--- config.mk ---
export PLATFORM = sky130hd
export DESIGN_NAME = resp_merge
export DESIGN_NICKNAME = d
export VERILOG_FILES = /design/src/rtl/mem_access_pkg.sv /design/src/rtl/mem_status_pkg.sv /design/src/rtl/resp_merge.sv
export VERILOG_INCLUDE_DIRS = /design/src /design/src/include
export SDC_FILE = /design/constraint.sdc
export NUM_CORES = 1
export LEC_CHECK = 0
export BUFFER_PORTS_ARGS = -buffer_cell sky130_fd_sc_hd__buf_4
export CAP_MARGIN = 40
export CORE_AREA = 4 4 42 51
export DETAILED_ROUTE_END_ITERATION = 12
export DIE_AREA = 0 0 46 55
export PLACE_DENSITY = 0.71
export SYNTH_ARGS = -nofsm -noshare
export SYNTH_HDL_FRONTEND = slang
export SYNTH_SLANG_ARGS = --single-unit
export TNS_END_PERCENT = 20
--- constraint.sdc ---
create_clock -name clk -period 0.8 [get_ports clk]
set_input_delay 0.08 -clock clk [delete_from_list [all_inputs] [get_ports clk]]
set_output_delay 0.08 -clock clk [all_outputs]
set_load 0.05 [all_outputs]
--- src/include/shared_mem_defs.svh ---
////////////////////////////////////////////////////////////////////////////
// Shared scratch memory widths
// Address, data and violation counter sizes for every block
////////////////////////////////////////////////////////////////////////////

`ifndef SHARED_MEM_DEFS_SVH
`define SHARED_MEM_DEFS_SVH

// Word address, 512 words deep
`define SM_AW 9

// Data word width
`define SM_DW 8

// Saturating violation counter
`define SM_CNT_W 8

`endif

--- src/rtl/mem_access_pkg.sv ---
////////////////////////////////////////////////////////////////////////////
// Memory access types
// Addresses, data words and the per-port request and response records
////////////////////////////////////////////////////////////////////////////

`default_nettype none

`include "shared_mem_defs.svh"

package mem_access_pkg;

	// Word address into the shared array
	typedef logic [`SM_AW-1:0] addr_t;

	// One data word
	typedef logic [`SM_DW-1:0] data_t;

	// One client request, a single-cycle strobe
	// Both wen and ren may be set in the same cycle
	typedef struct packed {
		logic  wen;
		logic  ren;
		addr_t addr;
		data_t din;
	} mem_req_t;

	// Registered read response seen by a client
	// tainted marks data that a rule violation may have spoiled
	typedef struct packed {
		logic  valid;
		logic  tainted;
		data_t dout;
	} mem_rsp_t;

endpackage

`default_nettype wire

--- src/rtl/mem_status_pkg.sv ---
////////////////////////////////////////////////////////////////////////////
// Memory status types
// Bus hog rule kinds, their flag vector and the status summary
////////////////////////////////////////////////////////////////////////////

`default_nettype none

`include "shared_mem_defs.svh"

package mem_status_pkg;

	// Index of each no-hogging rule in a viol_vec_t
	typedef enum logic [1:0] {
		VK_P1_WR = 2'd0,
		VK_P1_RD = 2'd1,
		VK_P2_WR = 2'd2,
		VK_P2_RD = 2'd3
	} viol_kind_e;

	// One flag per rule
	typedef logic [3:0] viol_vec_t;

	// Violating cycles seen, holds at all ones
	typedef logic [`SM_CNT_W-1:0] viol_cnt_t;

	// Summary presented to the outside
	typedef struct packed {
		viol_vec_t sticky;
		viol_cnt_t count;
	} mem_status_t;

endpackage

`default_nettype wire

--- src/rtl/resp_merge.sv ---
////////////////////////////////////////////////////////////////////////////
// Response stage
// Registers read data with its taint into one response per port
// and pulses alert when a rule is broken for the first time
////////////////////////////////////////////////////////////////////////////

`timescale 1ns/1ps
`default_nettype none

module resp_merge (
	input  logic                      clk,
	input  logic                      rst_n,
	// From the storage block
	input  mem_access_pkg::data_t     rd1,
	input  mem_access_pkg::data_t     rd2,
	input  logic                      rd1_valid,
	input  logic                      rd2_valid,
	// From the monitor
	input  logic                      taint1,
	input  logic                      taint2,
	input  mem_status_pkg::viol_vec_t viol,
	input  mem_status_pkg::viol_vec_t sticky,
	// To the clients
	output mem_access_pkg::mem_rsp_t  rsp1,
	output mem_access_pkg::mem_rsp_t  rsp2,
	output logic                      alert
);

	import mem_access_pkg::*;
	import mem_status_pkg::*;

	// Control bits of both responses
	logic      valid1_q;
	logic      valid2_q;
	logic      taint1_q;
	logic      taint2_q;
	// Read data payload
	data_t     dout1_q;
	data_t     dout2_q;
	// Rules broken now that were not flagged yet
	viol_vec_t fresh;
	logic      alert_q;

	assign fresh = viol & ~sticky;

	always_ff @(posedge clk or negedge rst_n) begin
		if (!rst_n) begin
			valid1_q <= 1'b0;
			valid2_q <= 1'b0;
			taint1_q <= 1'b0;
			taint2_q <= 1'b0;
			alert_q  <= 1'b0;
		end else begin
			valid1_q <= rd1_valid;
			valid2_q <= rd2_valid;
			// Taint only travels with a real read
			taint1_q <= rd1_valid & taint1;
			taint2_q <= rd2_valid & taint2;
			alert_q  <= |fresh;
		end
	end

	always_ff @(posedge clk) begin
		dout1_q <= rd1;
		dout2_q <= rd2;
	end

	assign rsp1 = '{valid: valid1_q, tainted: taint1_q, dout: dout1_q};
	assign rsp2 = '{valid: valid2_q, tainted: taint2_q, dout: dout2_q};

	assign alert = alert_q;

endmodule

`default_nettype wire

==> impl_metrics.ini <==
[worst_hold_path]
hold_path_class = primary input to register

[placement]
io_buffers = 50
place.gp.congestion = 0.535

[clock_tree]
cts_root_buf = clkbuf_4
h-tree-depth = 1
cts_sinks = 21
post_cts_buffers = 0
tritoncts = built
cts.clk_slew.worst_paths_ns = 0.10
cts_buffers = 3
cts_buffer_depth = 2

[global_route]
antenna_found_initial = 0
grt_pass1_vias = 506
grt_max_degree = 12
grt_use_total_pct = 12.3
grt-ovfl-total = 0
grt_pass1_wl_um = 2160

[floorplan]
rows = 16
core_area_mm2 = 0.00164
fp.dieH_um = 55
die_w_um = 46
initial_core_util_pct = 32.0
die-area_mm2 = 0.00253
ios = 51

[sta]
finalCritPeriodShare_pct = 113
tightest_slew_ns = 0.149
setup_viol = 21
setup_ws_ns = -0.108
timing.fmax_mhz = 1100
hold_viol_final = 0
fin_worst_hold_slack_ns = 0.0314
fin_crit_ns = 0.908
finalMaxSlewViolations = 0
maxSlewHeadroom_pct = 90.1
grt_setup_unrepaired = true

[cells_and_area]
fillCellCount = 110
num_antenna_cells = 0
drive_above_1_share_pct = 67.3
fin_nets = 135
utilization_pct = 78.7
syn2layout_area_growth_pct = 146

[pwr]
p_int_mw = 1.61
p_leak_nw = 0.608
p_sw_share_pct = 26.4
clock_power_share_pct = 21.3
power_switching_mw = 0.579
p_per_area_mw_per_mm2 = 1700
peakVddDrop_mv = 1.25
seq_power_share_pct = 52.4
comb_power_share_pct = 26.4

[run_status]
violations = setup timing
status = finished with violations

[yosys]
synth_cells = 32
ys_seq_area_share_pct = 84.8
synth_xor_xnor_area_share_pct = 0
yosys-mux-area-fraction_pct = 0
post_synth_and_or_nand_nor_area_fraction_pct = 5.95
synthAdderAreaFrac_pct = 0
yosysWarningCount = 0
synth_top_family_by_area = buffers and inverters
synth-seq-cells = 21
ys_types = 7
syn_nets = 62
synth_area_um2 = 526
avgSynthCellArea_um2 = 16.4
synth-compound-area-share_pct = 2.86

[detailed_routing]
num_vias = 501
routedWlPerCell_um = 12.7
firstDrtPassIters = 3
final_antenna_net_count = 0
finalWirelength_um = 1550
drt_iter0_drc = 2
viasPerCell = 4.11
drc = 0

[worst_setup_path]
path_cells = buf_6
critPathMaxFanout = 1
cp_num_cells = 1
worstPathRequired_ns = 0.72
critPathKind = register to output pin
cp-start-kind = register
crit_path_end_kind = output pin
worst_ep_arrival_time_ns = 0.83
crit_slowest_cell = dfrtp_1
endpoint = alert
cp.buffers_inverters = 1
slowest_delay_ns = 0.39
cp_top_family = flip-flops
startpoint = alert

[flow_run]
maxCapViolations = 0
[worst min-delay path by stage]
| stage | from | to | slack (ns) | cells past startpoint |
|---|---|---|---|---|
| after detailed placement | rst_n | alert | -0.12 | 1 |
| after global routing | viol[0] | alert | 0.03 | 3 |
| after floorplan | rst_n | alert | -0.22 | 0 |
| after CTS | viol[0] | alert | 0.008 | 3 |
| final | viol[0] | alert | 0.03 | 3 |
| after global placement | rst_n | alert | -0.12 | 1 |
[cells in the final DEF (no fill, tap or decap)]
cell type / synthesis / final
and2_1: 2 / 2
buf_4: 4 / 29
buf_6: 0 / 7
buf_8: 0 / 14
clkbuf_1: 0 / 1
clkbuf_4: 0 / 3
dfrtp_1: 5 / 5
dfxtp_2: 0 / 16
dlygate4sd3_1: 0 / 22
inv_1: 1 / 1
nand2b_1: 3 / 3
o2111ai_2: 1 / 1
[cells in the mapped netlist (all sizes together)]
master / count / area share [%]
and2: 2 / 2.4
inv: 1 / 0.71
o2111ai: 1 / 2.9
nand2b: 3 / 3.6
buf: 4 / 5.7
dfrtp: 5 / 24
dfxtp: 16 / 61
[metal layers]
metal  part of all wire, %  track usage, %  vias up
li1                      -               -      239
met1                    28            10.6      231
met4                   1.2            5.69        0
met5                     0               0        -
met3                   8.2            1.29        2
met2                    63            26.6       29
[power groups by stage]
stage,clock network (mW),logic (mW),registers (mW)
after floorplan,0,0.0696,1.31
after global placement,0,0.423,1.14
after detailed placement,0,0.429,1.14
after CTS,0.502,0.576,1.15
after global routing,0.532,0.605,1.15
final,0.466,0.578,1.15
[logic make-up after synthesis]
kind of cell	count (synthesis)
buffers and inverters	5
and+or+nand+nor	5
AOI/OAI and AO/OA	1
DFF	21
[final cells by class]
cell class | instances | area [um^2] | area share (%)
Clock buffer | 4 | 26.3 | 2.03
Inverter | 1 | 3.75 | 0.291
Multi-Input combinational cell | 6 | 46.3 | 3.59
Sequential cell | 21 | 465 | 36.0
Tap cell | 18 | 22.5 | 1.74
Timing Repair Buffer | 72 | 727 | 56.3
[through the flow]
step	std cells	instance area [um^2]	setup WS, ns	total power [mW]	TNS [ns]
floorplan	32	526	0.133	1.38	0
global placement	96	893	0.201	1.57	0
detailed placement	96	893	0.181	1.57	0
CTS	122	1290	-0.136	2.23	-1.68
global route	122	1290	-0.139	2.29	-2.08
finish	122	1290	-0.108	2.19	-1.29
[sequential cells by signal, indices dropped and copies added (netlist names)]
| name | count |
|---|---|
| taint1_q | 1 |
| alert | 1 |
| valid1_q | 1 |
| dout1_q | 8 |
| taint2_q | 1 |
| dout2_q | 8 |
| valid2_q | 1 |
[what timing repair did]
| action | CTS | global route |
|---|---|---|
| hold buffers | 22 | 0 |
| hold endpoints to repair | 26 | 0 |
| gates cloned | 0 | 0 |
| setup endpoints to repair | 21 | 21 |
| resized for setup | 50 | 1 |
Note: power is estimated with default switching activity, not from simulation.
