File: config.mk
export PLATFORM = sky130hd
export DESIGN_NAME = hog_monitor
export DESIGN_NICKNAME = d
export VERILOG_FILES = /design/src/rtl/mem_access_pkg.sv /design/src/rtl/mem_status_pkg.sv /design/src/rtl/hog_monitor.sv
export VERILOG_INCLUDE_DIRS = /design/src /design/src/include
export SDC_FILE = /design/constraint.sdc
export NUM_CORES = 1
export LEC_CHECK = 0
export ABC_CLOCK_PERIOD_IN_PS = 1820
export BUFFER_PORTS_ARGS = -buffer_cell sky130_fd_sc_hd__buf_2
export CORE_ASPECT_RATIO = 0.8
export CORE_MARGIN = 4
export CORE_UTILIZATION = 29
export CTS_CLUSTER_DIAMETER = 80
export CTS_CLUSTER_SIZE = 8
export DETAILED_ROUTE_END_ITERATION = 16
export GPL_TIMING_DRIVEN = 0
export PLACE_DENSITY = 0.71
export SYNTH_ARGS = -nofsm -noshare
export SYNTH_HDL_FRONTEND = slang
export SYNTH_SLANG_ARGS = --single-unit
File: constraint.sdc
create_clock -name clk -period 1.82 [get_ports clk]
set_clock_uncertainty 0.05 [all_clocks]
set_input_delay 0.364 -clock clk [delete_from_list [all_inputs] [get_ports clk]]
set_output_delay 0.364 -clock clk [all_outputs]
set_load 0.1 [all_outputs]
File: src/include/shared_mem_defs.svh
////////////////////////////////////////////////////////////////////////////
// Shared scratch memory widths
// Address, data and violation counter sizes for every block
////////////////////////////////////////////////////////////////////////////

`ifndef SHARED_MEM_DEFS_SVH
`define SHARED_MEM_DEFS_SVH

// Word address, 512 words deep
`define SM_AW 9

// Data word width
`define SM_DW 8

// Saturating violation counter
`define SM_CNT_W 8

`endif

File: src/rtl/mem_access_pkg.sv
////////////////////////////////////////////////////////////////////////////
// Memory access types
// Addresses, data words and the per-port request and response records
////////////////////////////////////////////////////////////////////////////

`default_nettype none

`include "shared_mem_defs.svh"

package mem_access_pkg;

	// Word address into the shared array
	typedef logic [`SM_AW-1:0] addr_t;

	// One data word
	typedef logic [`SM_DW-1:0] data_t;

	// One client request, a single-cycle strobe
	// Both wen and ren may be set in the same cycle
	typedef struct packed {
		logic  wen;
		logic  ren;
		addr_t addr;
		data_t din;
	} mem_req_t;

	// Registered read response seen by a client
	// tainted marks data that a rule violation may have spoiled
	typedef struct packed {
		logic  valid;
		logic  tainted;
		data_t dout;
	} mem_rsp_t;

endpackage

`default_nettype wire

File: src/rtl/mem_status_pkg.sv
////////////////////////////////////////////////////////////////////////////
// Memory status types
// Bus hog rule kinds, their flag vector and the status summary
////////////////////////////////////////////////////////////////////////////

`default_nettype none

`include "shared_mem_defs.svh"

package mem_status_pkg;

	// Index of each no-hogging rule in a viol_vec_t
	typedef enum logic [1:0] {
		VK_P1_WR = 2'd0,
		VK_P1_RD = 2'd1,
		VK_P2_WR = 2'd2,
		VK_P2_RD = 2'd3
	} viol_kind_e;

	// One flag per rule
	typedef logic [3:0] viol_vec_t;

	// Violating cycles seen, holds at all ones
	typedef logic [`SM_CNT_W-1:0] viol_cnt_t;

	// Summary presented to the outside
	typedef struct packed {
		viol_vec_t sticky;
		viol_cnt_t count;
	} mem_status_t;

endpackage

`default_nettype wire

File: src/rtl/hog_monitor.sv
////////////////////////////////////////////////////////////////////////////
// Bus hog monitor
// Flags back-to-back requests per port and kind, latches and counts them
// and marks reads whose data a violation may have spoiled
////////////////////////////////////////////////////////////////////////////

`timescale 1ns/1ps
`default_nettype none

module hog_monitor (
	input  logic                        clk,
	input  logic                        rst_n,
	input  mem_access_pkg::mem_req_t    req1,
	input  mem_access_pkg::mem_req_t    req2,
	// Drops the sticky flags and the count
	input  logic                        clear,
	// Rules broken in this cycle
	output mem_status_pkg::viol_vec_t   viol,
	output mem_status_pkg::mem_status_t status,
	// Taint, lined up with rd1_valid and rd2_valid
	output logic                        taint1,
	output logic                        taint2
);

	import mem_status_pkg::*;

	// Own copy of the previous cycle's strobes
	logic      wen1_d;
	logic      ren1_d;
	logic      wen2_d;
	logic      ren2_d;
	// Violation history for the taint window
	logic      viol_any;
	logic      viol_any_d;
	viol_vec_t sticky_q;
	viol_cnt_t count_q;
	logic      taint2_q;

	// Same kind on the same port in two cycles running
	always_comb begin
		viol           = '0;
		viol[VK_P1_WR] = req1.wen & wen1_d;
		viol[VK_P1_RD] = req1.ren & ren1_d;
		viol[VK_P2_WR] = req2.wen & wen2_d;
		viol[VK_P2_RD] = req2.ren & ren2_d;
	end

	assign viol_any = |viol;

	always_ff @(posedge clk or negedge rst_n) begin
		if (!rst_n) begin
			wen1_d     <= 1'b0;
			ren1_d     <= 1'b0;
			wen2_d     <= 1'b0;
			ren2_d     <= 1'b0;
			viol_any_d <= 1'b0;
			sticky_q   <= '0;
			count_q    <= '0;
			taint2_q   <= 1'b0;
		end else begin
			wen1_d     <= req1.wen;
			ren1_d     <= req1.ren;
			wen2_d     <= req2.wen;
			ren2_d     <= req2.ren;
			viol_any_d <= viol_any;
			// A violation on the clear cycle survives it
			if (clear) begin
				sticky_q <= viol;
				count_q  <= viol_any ? viol_cnt_t'(1) : '0;
			end else begin
				sticky_q <= sticky_q | viol;
				// Holds at all ones
				if (viol_any && count_q != '1) begin
					count_q <= count_q + 1'b1;
				end
			end
			// Port 2 read from last cycle, violation then or now
			taint2_q <= ren2_d & (viol_any_d | viol_any);
		end
	end

	// Port 1 read from last cycle, violation then or now
	assign taint1 = ren1_d & (viol_any_d | viol_any);
	assign taint2 = taint2_q;

	assign status = '{sticky: sticky_q, count: count_q};

endmodule

`default_nettype wire

==> results of run 1 <==
-- final cells by class --
class | count | share of cell area [%]
clock buffers | 4 | 3.41
repair buffers | 30 | 17.2
inverters | 9 | 3.18
flip-flops and latches | 18 | 43.5
plain buffers | 2 | 1.06
well taps | 36 | 4.24
multi-input cells | 45 | 27.4
-- report_power, final --
group / internal, mW / switching, mW
registers: 0.431 / 0.0226
logic: 0.0725 / 0.268
clock network: 0.122 / 0.126
total: 0.625 / 0.416
-- synth_stat cells, drive strengths merged --
cell type	count	area share, %
o31ai	3	2.9
inv	9	4.4
or4	3	2.9
o21ai	7	4.5
mux2i	1	1.3
nand2	7	3.4
o22ai	1	1.6
nand3b	1	0.97
nand3	4	2.6
nand4	1	0.81
a22o	2	2.4
dfrtp	18	58
o21a	2	1.9
o211ai	1	0.97
nor2	1	0.49
or3	3	2.4
or2	1	0.81
ha	1	1.6
buf	1	0.97
clkbuf	1	0.49
a21oi	6	3.9
-- what timing repair did --
item,4_1_cts,5_1_grt
pin swaps,3,1
hold endpoints to repair,18,0
buffers inserted,5,0
hold buffers,1,0
gates cloned,0,0
endpoints found under the setup margin,1,4
gates resized for setup,6,2
-- sequential cells by signal, summed over array words and instances (netlist names) --
| name | flops |
|---|---|
| wen2_d | 1 |
| taint2 | 1 |
| count_q | 8 |
| sticky_q | 4 |
| ren2_d | 1 |
| viol_any_d | 1 |
| wen1_d | 1 |
| ren1_d | 1 |
-- metal layers --
| metal | share of wire (%) | up-vias |
|---|---|---|
| li1 | - | 327 |
| met1 | 48 | 326 |
| met2 | 47 | 20 |
| met3 | 4.8 | 0 |
| met4 | 0 | 0 |
| met5 | 0 | - |
-- cells in the final DEF, fill, tap and decap left out, drive strengths merged, types with 2 or more instances in the layout --
master	synthesis	final
or3	3	3
a21oi	6	6
o21a	2	2
nand2	7	7
o31ai	3	3
buf	1	30
o21ai	7	7
inv	9	9
or4	3	3
dfrtp	18	18
clkbuf	1	5
a22o	2	2
nand3	4	4
-- logic make-up (layout without fill, tap and decap cells) --
kind of cell / count (synthesis) / after routing / share of synthesized area, %
AOI/OAI and AO/OA: 22 / 22 / 18.3
and+or+nand+nor: 21 / 21 / 14.4
DFF: 18 / 18 / 58.4
buffers and inverters: 11 / 45 / 5.84
adders and majority gates: 1 / 1 / 1.62
muxes: 1 / 1 / 1.30
-- critical path, delay by kind of cell, from the launching register on --
kind | cells | cell delay, ns
flops | 1 | 0.40
simple gates | 1 | 0.24
buf+inv | 1 | 0.16
compound gates | 2 | 0.45
-- worst max-delay path by stage --
stage	startpoint	endpoint	cells after the start
finish	ren2_d	taint1	4
global route	wen1_d	taint1	4
CTS	wen1_d	taint1	4
detailed placement	req2[17]	taint1	5
global placement	req2[17]	taint1	5
floorplan	count_q[1]	count_q[1]	6
-- metrics by stage --
step | hold slack, ns | area (sq um) | setup slack, ns | total power, mW | TNS, ns
floorplan | 0.0184 | 785 | -0.00263 | 0.715 | -0.00263
global placement | 0.257 | 950 | -0.0787 | 0.773 | -0.0787
detailed placement | 0.267 | 950 | -0.0878 | 0.778 | -0.0878
CTS | 0.139 | 1060 | -0.159 | 1.05 | -0.159
global route | 0.124 | 1060 | -0.196 | 1.10 | -0.196
finish | 0.152 | 1060 | -0.124 | 1.04 | -0.124
==> parameters.txt, run 1 <==
Parameter                              Value

Critical path
  Endpoint required time on the critical path ... 1.41 ns
  Critical Path Fanout Max ... 2
  Delay contributed by the slowest stage of the critical path ... 0.40 ns
  Worst-path cell chain ... a22o_2 -> or2_4 -> o21a_4 -> buf_12
  Reg2reg setup slack ... 0.11 ns
  Arr. time, crit path ... 1.53 ns
  Endpoint of the worst register-to-register path ... count_q[2]
  Cell with the largest stage delay on the worst path ... dfrtp_1
  Startpoint of the worst-slack reg-to-reg timing path ... count_q[0]
  Setup CP Type ... flop to output pin
  Worst setup EP type ... output pin
  Number of cells on the worst reg-to-reg path ... 6
  Startpoint Class ... flop

Detailed routing
  Via density per instance ... around 4.7
  Post-DRT Antenna Nets ... 0
  Vias post-DR ... 673
  DRT Wirelength ... 1770 microns
  Number of detailed-routing iterations run before antenna repair ... 4
  Routed length per instance ... 12.3 microns
  Number of violations reported at the end of detailed-routing iteration 0 ... 35
  DRC violation count after routing ... 0

Timing
  Worst setup margin ... -0.124 ns
  Period Utilization, post-route ... 107%
  Slew Limit Headroom ... 67.2%
  Setup repair after global routing missed its margin ... yes
  Count of pins over their slew limit ... 0
  Maximum clock rate ... 514 MHz
  Fin crit period ... ~2 ns
  Final Hold Fails ... 0
  Final setup violation count ... 1
  Measured slew at the worst slew-check pin ... between 0.4 and 0.5 ns

Finish
  Ant. Diodes ... 0
  Fraction of the core area covered by cells at the end of the flow ... 42.5%
  Count of non-filler cells in the finished layout ... 144
  Final #Nets ... roughly 150
  Number of fill cells in the layout ... ~230
  Fraction of final layout cells sized beyond drive strength 1 ... 44.4%
  Multi-input combinational cell area ... 292 sq um
  Sequential cell area ... 463 sq um
  Synth-to-Final Area Change ... 38.0%

Clocking
  Largest buffer count on any clock path ... 2
  Clock buffer count from CTS ... 3
  TritonCTS clock tree ... yes
  Number of clock sinks ... 18
  Clock insertion delay at the later pin of the skew report ... 0.30 ns
  Clk pin slew, worst setup/hold paths ... around 0.1 ns
  Root Buffer Master ... clkbuf_4
  Max H-tree Level ... 1

Synthesis
  Number of unique standard cell types used by synthesis ... 22
  Number of warnings reported in the yosys synthesis log ... 0
  Number of instances in the synthesized netlist ... 74
  Nets in the synthesized netlist ... approximately 120
  Number of storage elements in the synthesis netlist ... 18
  Post-Synthesis Cell Area ... 771 sq um
  Post-synthesis sequential area ratio ... 58.4%
  Avg Synthesized Cell Area ... roughly 10 sq um

Worst hold path
  Hold path start ... req2[17]
  Endpoint of the worst hold path ... ren2_d
  Path type of the worst min-delay path ... primary input to flop
  Worst Hold Depth ... 1

Status
  Violated checks ... setup timing
  Status ... complete, but fails checks

Die
  Die outline height ... 54.1 microns
  Overall die width ... 65.6 microns
  Row cnt ... 16
  Die outline area ... 3550 sq um
  Core area ... roughly 2500 sq um
  Initial core utilization ... 30.8%
  Number of ports placed on the die boundary ... 59

Global route
  Global-route wire length before repair ... 3080 microns
  GRT Total Usage ... 11.6%
  Met1 track demand over resource in global routing ... between 10 and 15%
  Initial antenna violation count ... 0
  Remaining global-route overflow ... 0
  Pin count of the biggest net entering global routing ... 19
  GRT Max-Usage Layer ... met2
  Met3 usage ... under 10%
  Via count of the first global-routing pass ... approximately 670
  Global routing met2 resource utilization ... 18.5%

Place
  RD Place Congestion ... 0.856
  Count of input and output buffers ... 24
  Placed wire-length estimate after detailed placement ... 1270 microns
  Cell count after placement ... 134

Flow run
  Max Cap Viol ... 0

Power
  Leak Pwr ... 0.502 nW
  Maximum vdd ir drop ... 0.253 mV
  Power density over the cells ... 979 nW/um^2
(Power assumes the default switching activity.)
==> run 2: changes to the inputs <==
--- a/config.mk
+++ b/config.mk
@@ -6,16 +6,18 @@
 export SDC_FILE = /design/constraint.sdc
 export NUM_CORES = 1
 export LEC_CHECK = 0
+export ABC_AREA = 1
 export ABC_CLOCK_PERIOD_IN_PS = 1820
 export BUFFER_PORTS_ARGS = -buffer_cell sky130_fd_sc_hd__buf_2
 export CORE_ASPECT_RATIO = 0.8
 export CORE_MARGIN = 4
-export CORE_UTILIZATION = 29
+export CORE_UTILIZATION = 40
+export CTS_BUF_LIST = sky130_fd_sc_hd__clkbuf_16
 export CTS_CLUSTER_DIAMETER = 80
 export CTS_CLUSTER_SIZE = 8
 export DETAILED_ROUTE_END_ITERATION = 16
 export GPL_TIMING_DRIVEN = 0
-export PLACE_DENSITY = 0.71
+export PLACE_DENSITY = 0.86
 export SYNTH_ARGS = -nofsm -noshare
 export SYNTH_HDL_FRONTEND = slang
 export SYNTH_SLANG_ARGS = --single-unit
==> run 2 against run 1 <==
Net effect:
- the run ends with hold timing left
- non-clock buffer count shrank 7
- synthesized area grew 14%
- clock power grew 74%
- critical endpoint unchanged
==> parameters.txt, run 2 <==
Parameter                              Value

Place
  Placed wire-length estimate after detailed placement ... 1490 microns (+17%)
  Setup slack at placement ... 0.0613 ns (+0.149 ns)
  RD Place Congestion ... 0.763 (-11%)
  Count of input and output buffers ... 24 (unchanged)
  Placed inst area ... 1050 sq um (+10%)

Clocking
  Clk pin slew, worst setup/hold paths ... 0.05 ns (-0.05 ns)
  Number of clock sinks ... 18 (unchanged)
  Clock insertion delay at the later pin of the skew report ... 0.25 ns (-0.05 ns)
  Post-CTS setup buffer count ... 0 (-5)
  Cts hold-fix bufs ... 0 (-1)
  Clock buffer count from CTS ... 3 (unchanged)
  Max H-tree Level ... 1 (unchanged)
  TritonCTS clock tree ... yes
  Largest buffer count on any clock path ... 2 (unchanged)
  Root Buffer Master ... clkbuf_16

Finish
  Registers with the most flip-flops ... count_q: 8 flops, sticky_q: 4 flops
  Top reg by flops ... count_q
  Fraction of the core area covered by cells at the end of the flow ... 57.2% (+15 points)
  Most common cell after layout, fill and taps aside ... nand2_1
  Final #Nets ... 180 (+19%)
  Ant. Diodes ... 0 (unchanged)
  Fraction of final layout cells sized beyond drive strength 1 ... 33.8% (-11 points)
  Number of fill cells in the layout ... 177 (-24%)
  Top library cells by usage in the layout, fill and taps aside ... 35 x nand2_1, 23 x buf_2, 14 x dfrtp_1
  Synth-to-Final Area Change ... 28.6%
  Number of flip-flops in the largest register ... 8 (unchanged)
  Layout Cell Area excl Fill ... 1130 sq um (+6.5%)

Die
  Number of ports placed on the die boundary ... 59 (unchanged)
  Core area ... 1980 sq um (-21%)
  Overall die width ... 60.5 microns (-7.9%)
  Initial core utilization ... 44.5% (+14 points)
  Row cnt ... 14 (-2)
  Die outline height ... 50.0 microns (-7.7%)
  Die outline area ... 3020 sq um (-15%)

Worst hold path
  Path type of the worst min-delay path ... primary input to async pin

Synthesis
  Nets in the synthesized netlist ... 151 (+30%)
  Number of instances in the synthesized netlist ... 109 (+47%)
  EDFF count, synth ... 0 (unchanged)
  Cell type contributing the most total cell area after synthesis ... dfrtp_1
  Post-Synthesis Cell Area ... 881 sq um (+14%)
  Number of unique standard cell types used by synthesis ... 21 (-4.5%)
  Most frequently used cell type in the post-synthesis netlist ... nand2_1
  Post-synthesis sequential area ratio ... 51.1% (-7.3 points)
  Number of warnings reported in the yosys synthesis log ... 0 (unchanged)
  Top post-synthesis cells by area ... dfrtp_1 51%, nand2_1 15%, nand3_1 5.1%
  Ranking of synthesized cells by instance count ... 35 x nand2_1, 18 x dfrtp_1, 12 x inv_1, 10 x nor2_1, 9 x nand3_1
  Top flip-flop cell by instance count after synthesis ... dfrtp_1
  Number of storage elements in the synthesis netlist ... 18 (unchanged)
  Fraction of registers with async set or reset after synthesis ... 100% (unchanged)
  Area share of the largest cell type after synthesis ... 51.1% (-7.3 points)
  Avg Synthesized Cell Area ... 8.08 sq um (-22%)

Flow run
  Max Cap Viol ... 0 (unchanged)

Critical path
  Critical Path Fanout Max ... 4 (+2)
  Endpoint required time on the critical path ... 1.41 ns (about the same)
  Startpoint of the worst-slack reg-to-reg timing path ... count_q[0]
  Worst-path cell chain ... nand2_1 -> nand2_1 -> nor2_4 -> a21boi_4 -> buf_4
  Arr. time, crit path ... 1.33 ns (-0.20 ns)
  Startpoint Class ... flop
  Reg2reg setup slack ... 0.39 ns (+0.28 ns)
  Endpoint of the most critical setup path ... taint1
  Number of cells on the worst reg-to-reg path ... 8 (+2)
  Delay contributed by the slowest stage of the critical path ... 0.38 ns (-0.02 ns)
  CP dominant cell by count ... nand2_1
  Endpoint of the worst register-to-register path ... count_q[4]
  Cell with the largest stage delay on the worst path ... dfrtp_1
  Worst setup EP type ... output pin
  Setup CP Type ... flop to output pin
  Crit. Startpoint ... ren2_d

Timing
  Period Utilization, post-route ... 95.7% (-11 points)
  Worst setup margin ... 0.0783 ns (+0.202 ns)
  Hold slack ... -0.00965 ns (-0.162 ns)
  Maximum clock rate ... 574 MHz (+12%)
  Count of pins over their slew limit ... 0 (unchanged)
  Setup repair after global routing missed its margin ... no
  Slew Limit Headroom ... 67.6% (+0.33 points)
  Fin crit period ... 1.74 ns (-0.202 ns)
  Final setup violation count ... 0 (-1)
  Measured slew at the worst slew-check pin ... 0.490 ns (-0.00155 ns)
  Final Hold Fails ... 18 (+18)
  Final sum of negative setup slack ... 0 ns (+0.124 ns)

Detailed routing
  Post-DRT Antenna Nets ... 0 (unchanged)
  DRC violation count after routing ... 0 (unchanged)
  Routed length per instance ... 12.3 microns (+0.45%)
  Vias post-DR ... 772 (+15%)
  Highest routing layer actually used ... met3
  Via density per instance ... 4.83 (+3.2%)
  Number of violations reported at the end of detailed-routing iteration 0 ... 19 (-46%)
  Detailed-routed wire length on met2 ... 952 microns (+15%)
  Wire length on met1 ... 878 microns (+2.8%)
  Routed length on met3 ... 140 microns (+67%)
  Number of detailed-routing iterations run before antenna repair ... 4 (unchanged)
  DRT Wirelength ... 1970 microns (+12%)

Global route
  Pin count of the biggest net entering global routing ... 19 (unchanged)
  Remaining global-route overflow ... 0 (unchanged)
  Initial antenna violation count ... 0 (unchanged)
  Via count of the first global-routing pass ... 756 (+13%)
  GRT Total Usage ... 15.2% (+3.6 points)
  Global-route wire length before repair ... 3440 microns (+12%)

Power
  Maximum vdd ir drop ... 0.847 mV (+240%)
  Power density over the cells ... 1120 nW/um^2 (+15%)
  Leak Pwr ... 0.608 nW (+21%)
  Total design power ... 1.27 mW (+22%)

Status
  Status ... complete, but fails checks
  Violated checks ... hold timing
-- run 2: worst max-delay path: cells and delay by family (launching register included) --
| kind | cells | cell delay, ns |
|---|---|---|
| buffers and inverters | 1 | 0.23 |
| DFF | 1 | 0.38 |
| AOI/OAI and AO/OA | 1 | 0.06 |
| and+or+nand+nor | 3 | 0.41 |
-- run 2: how the worst min path moves through the flow --
stage	startpoint	to	slack [ns]	cells past startpoint
global placement	rst_n	taint2	0.26	1
global route	rst_n	wen1_d	0.03	1
floorplan	rst_n	count_q[0]	0.02	0
finish	rst_n	ren1_d	-0.01	1
detailed placement	rst_n	ren1_d	0.28	1
CTS	rst_n	ren1_d	0.008	1
-- run 2: power by group --
group / internal (mW) / leakage [nW] / switching [mW]
logic: 0.0616 / 0.352 / 0.319
registers: 0.433 / 0.219 / 0.0260
clock network: 0.289 / 0.0370 / 0.142
-- run 2: stage by stage --
step | hold WS [ns] | std cells
CTS | 0.00841 | 160
floorplan | 0.0184 | 109
global route | 0.0283 | 160
finish | -0.00965 | 160
detailed placement | 0.276 | 157
global placement | 0.260 | 157
-- run 2: cell type report --
cell class	instances	area [sq um]	share of cell area, %
plain buffers	1	3.75	0.331
multi-input cells	75	387	34.1
well taps	24	30.0	2.65
repair buffers	24	123	10.8
flip-flops and latches	18	455	40.2
clock buffers	3	75.1	6.63
inverters	15	58.8	5.19
-- run 2: cells by family (layout without fill, tap and decap cells) --
group	count (synthesis)	count (layout)	share of synthesized area, %
buffers and inverters	16	43	7.10
DFF	18	18	51.1
AOI/OAI and AO/OA	11	11	8.10
and+or+nand+nor	63	63	32.2
adders and majority gates	1	1	1.42
-- run 2: repair_timing --
item / 4_1_cts / 5_1_grt
gates cloned: 0 / 0
gates resized for setup: 2 / 1
endpoints found under the setup margin: 1 / 1
pin swaps: 0 / 0
-- run 2: per-layer routing --
metal  track usage [%]  vias up
met5                 0        -
met4              2.17        0
met3              6.01        0
met2              23.6       20
met1              20.3      356
li1                  -      396
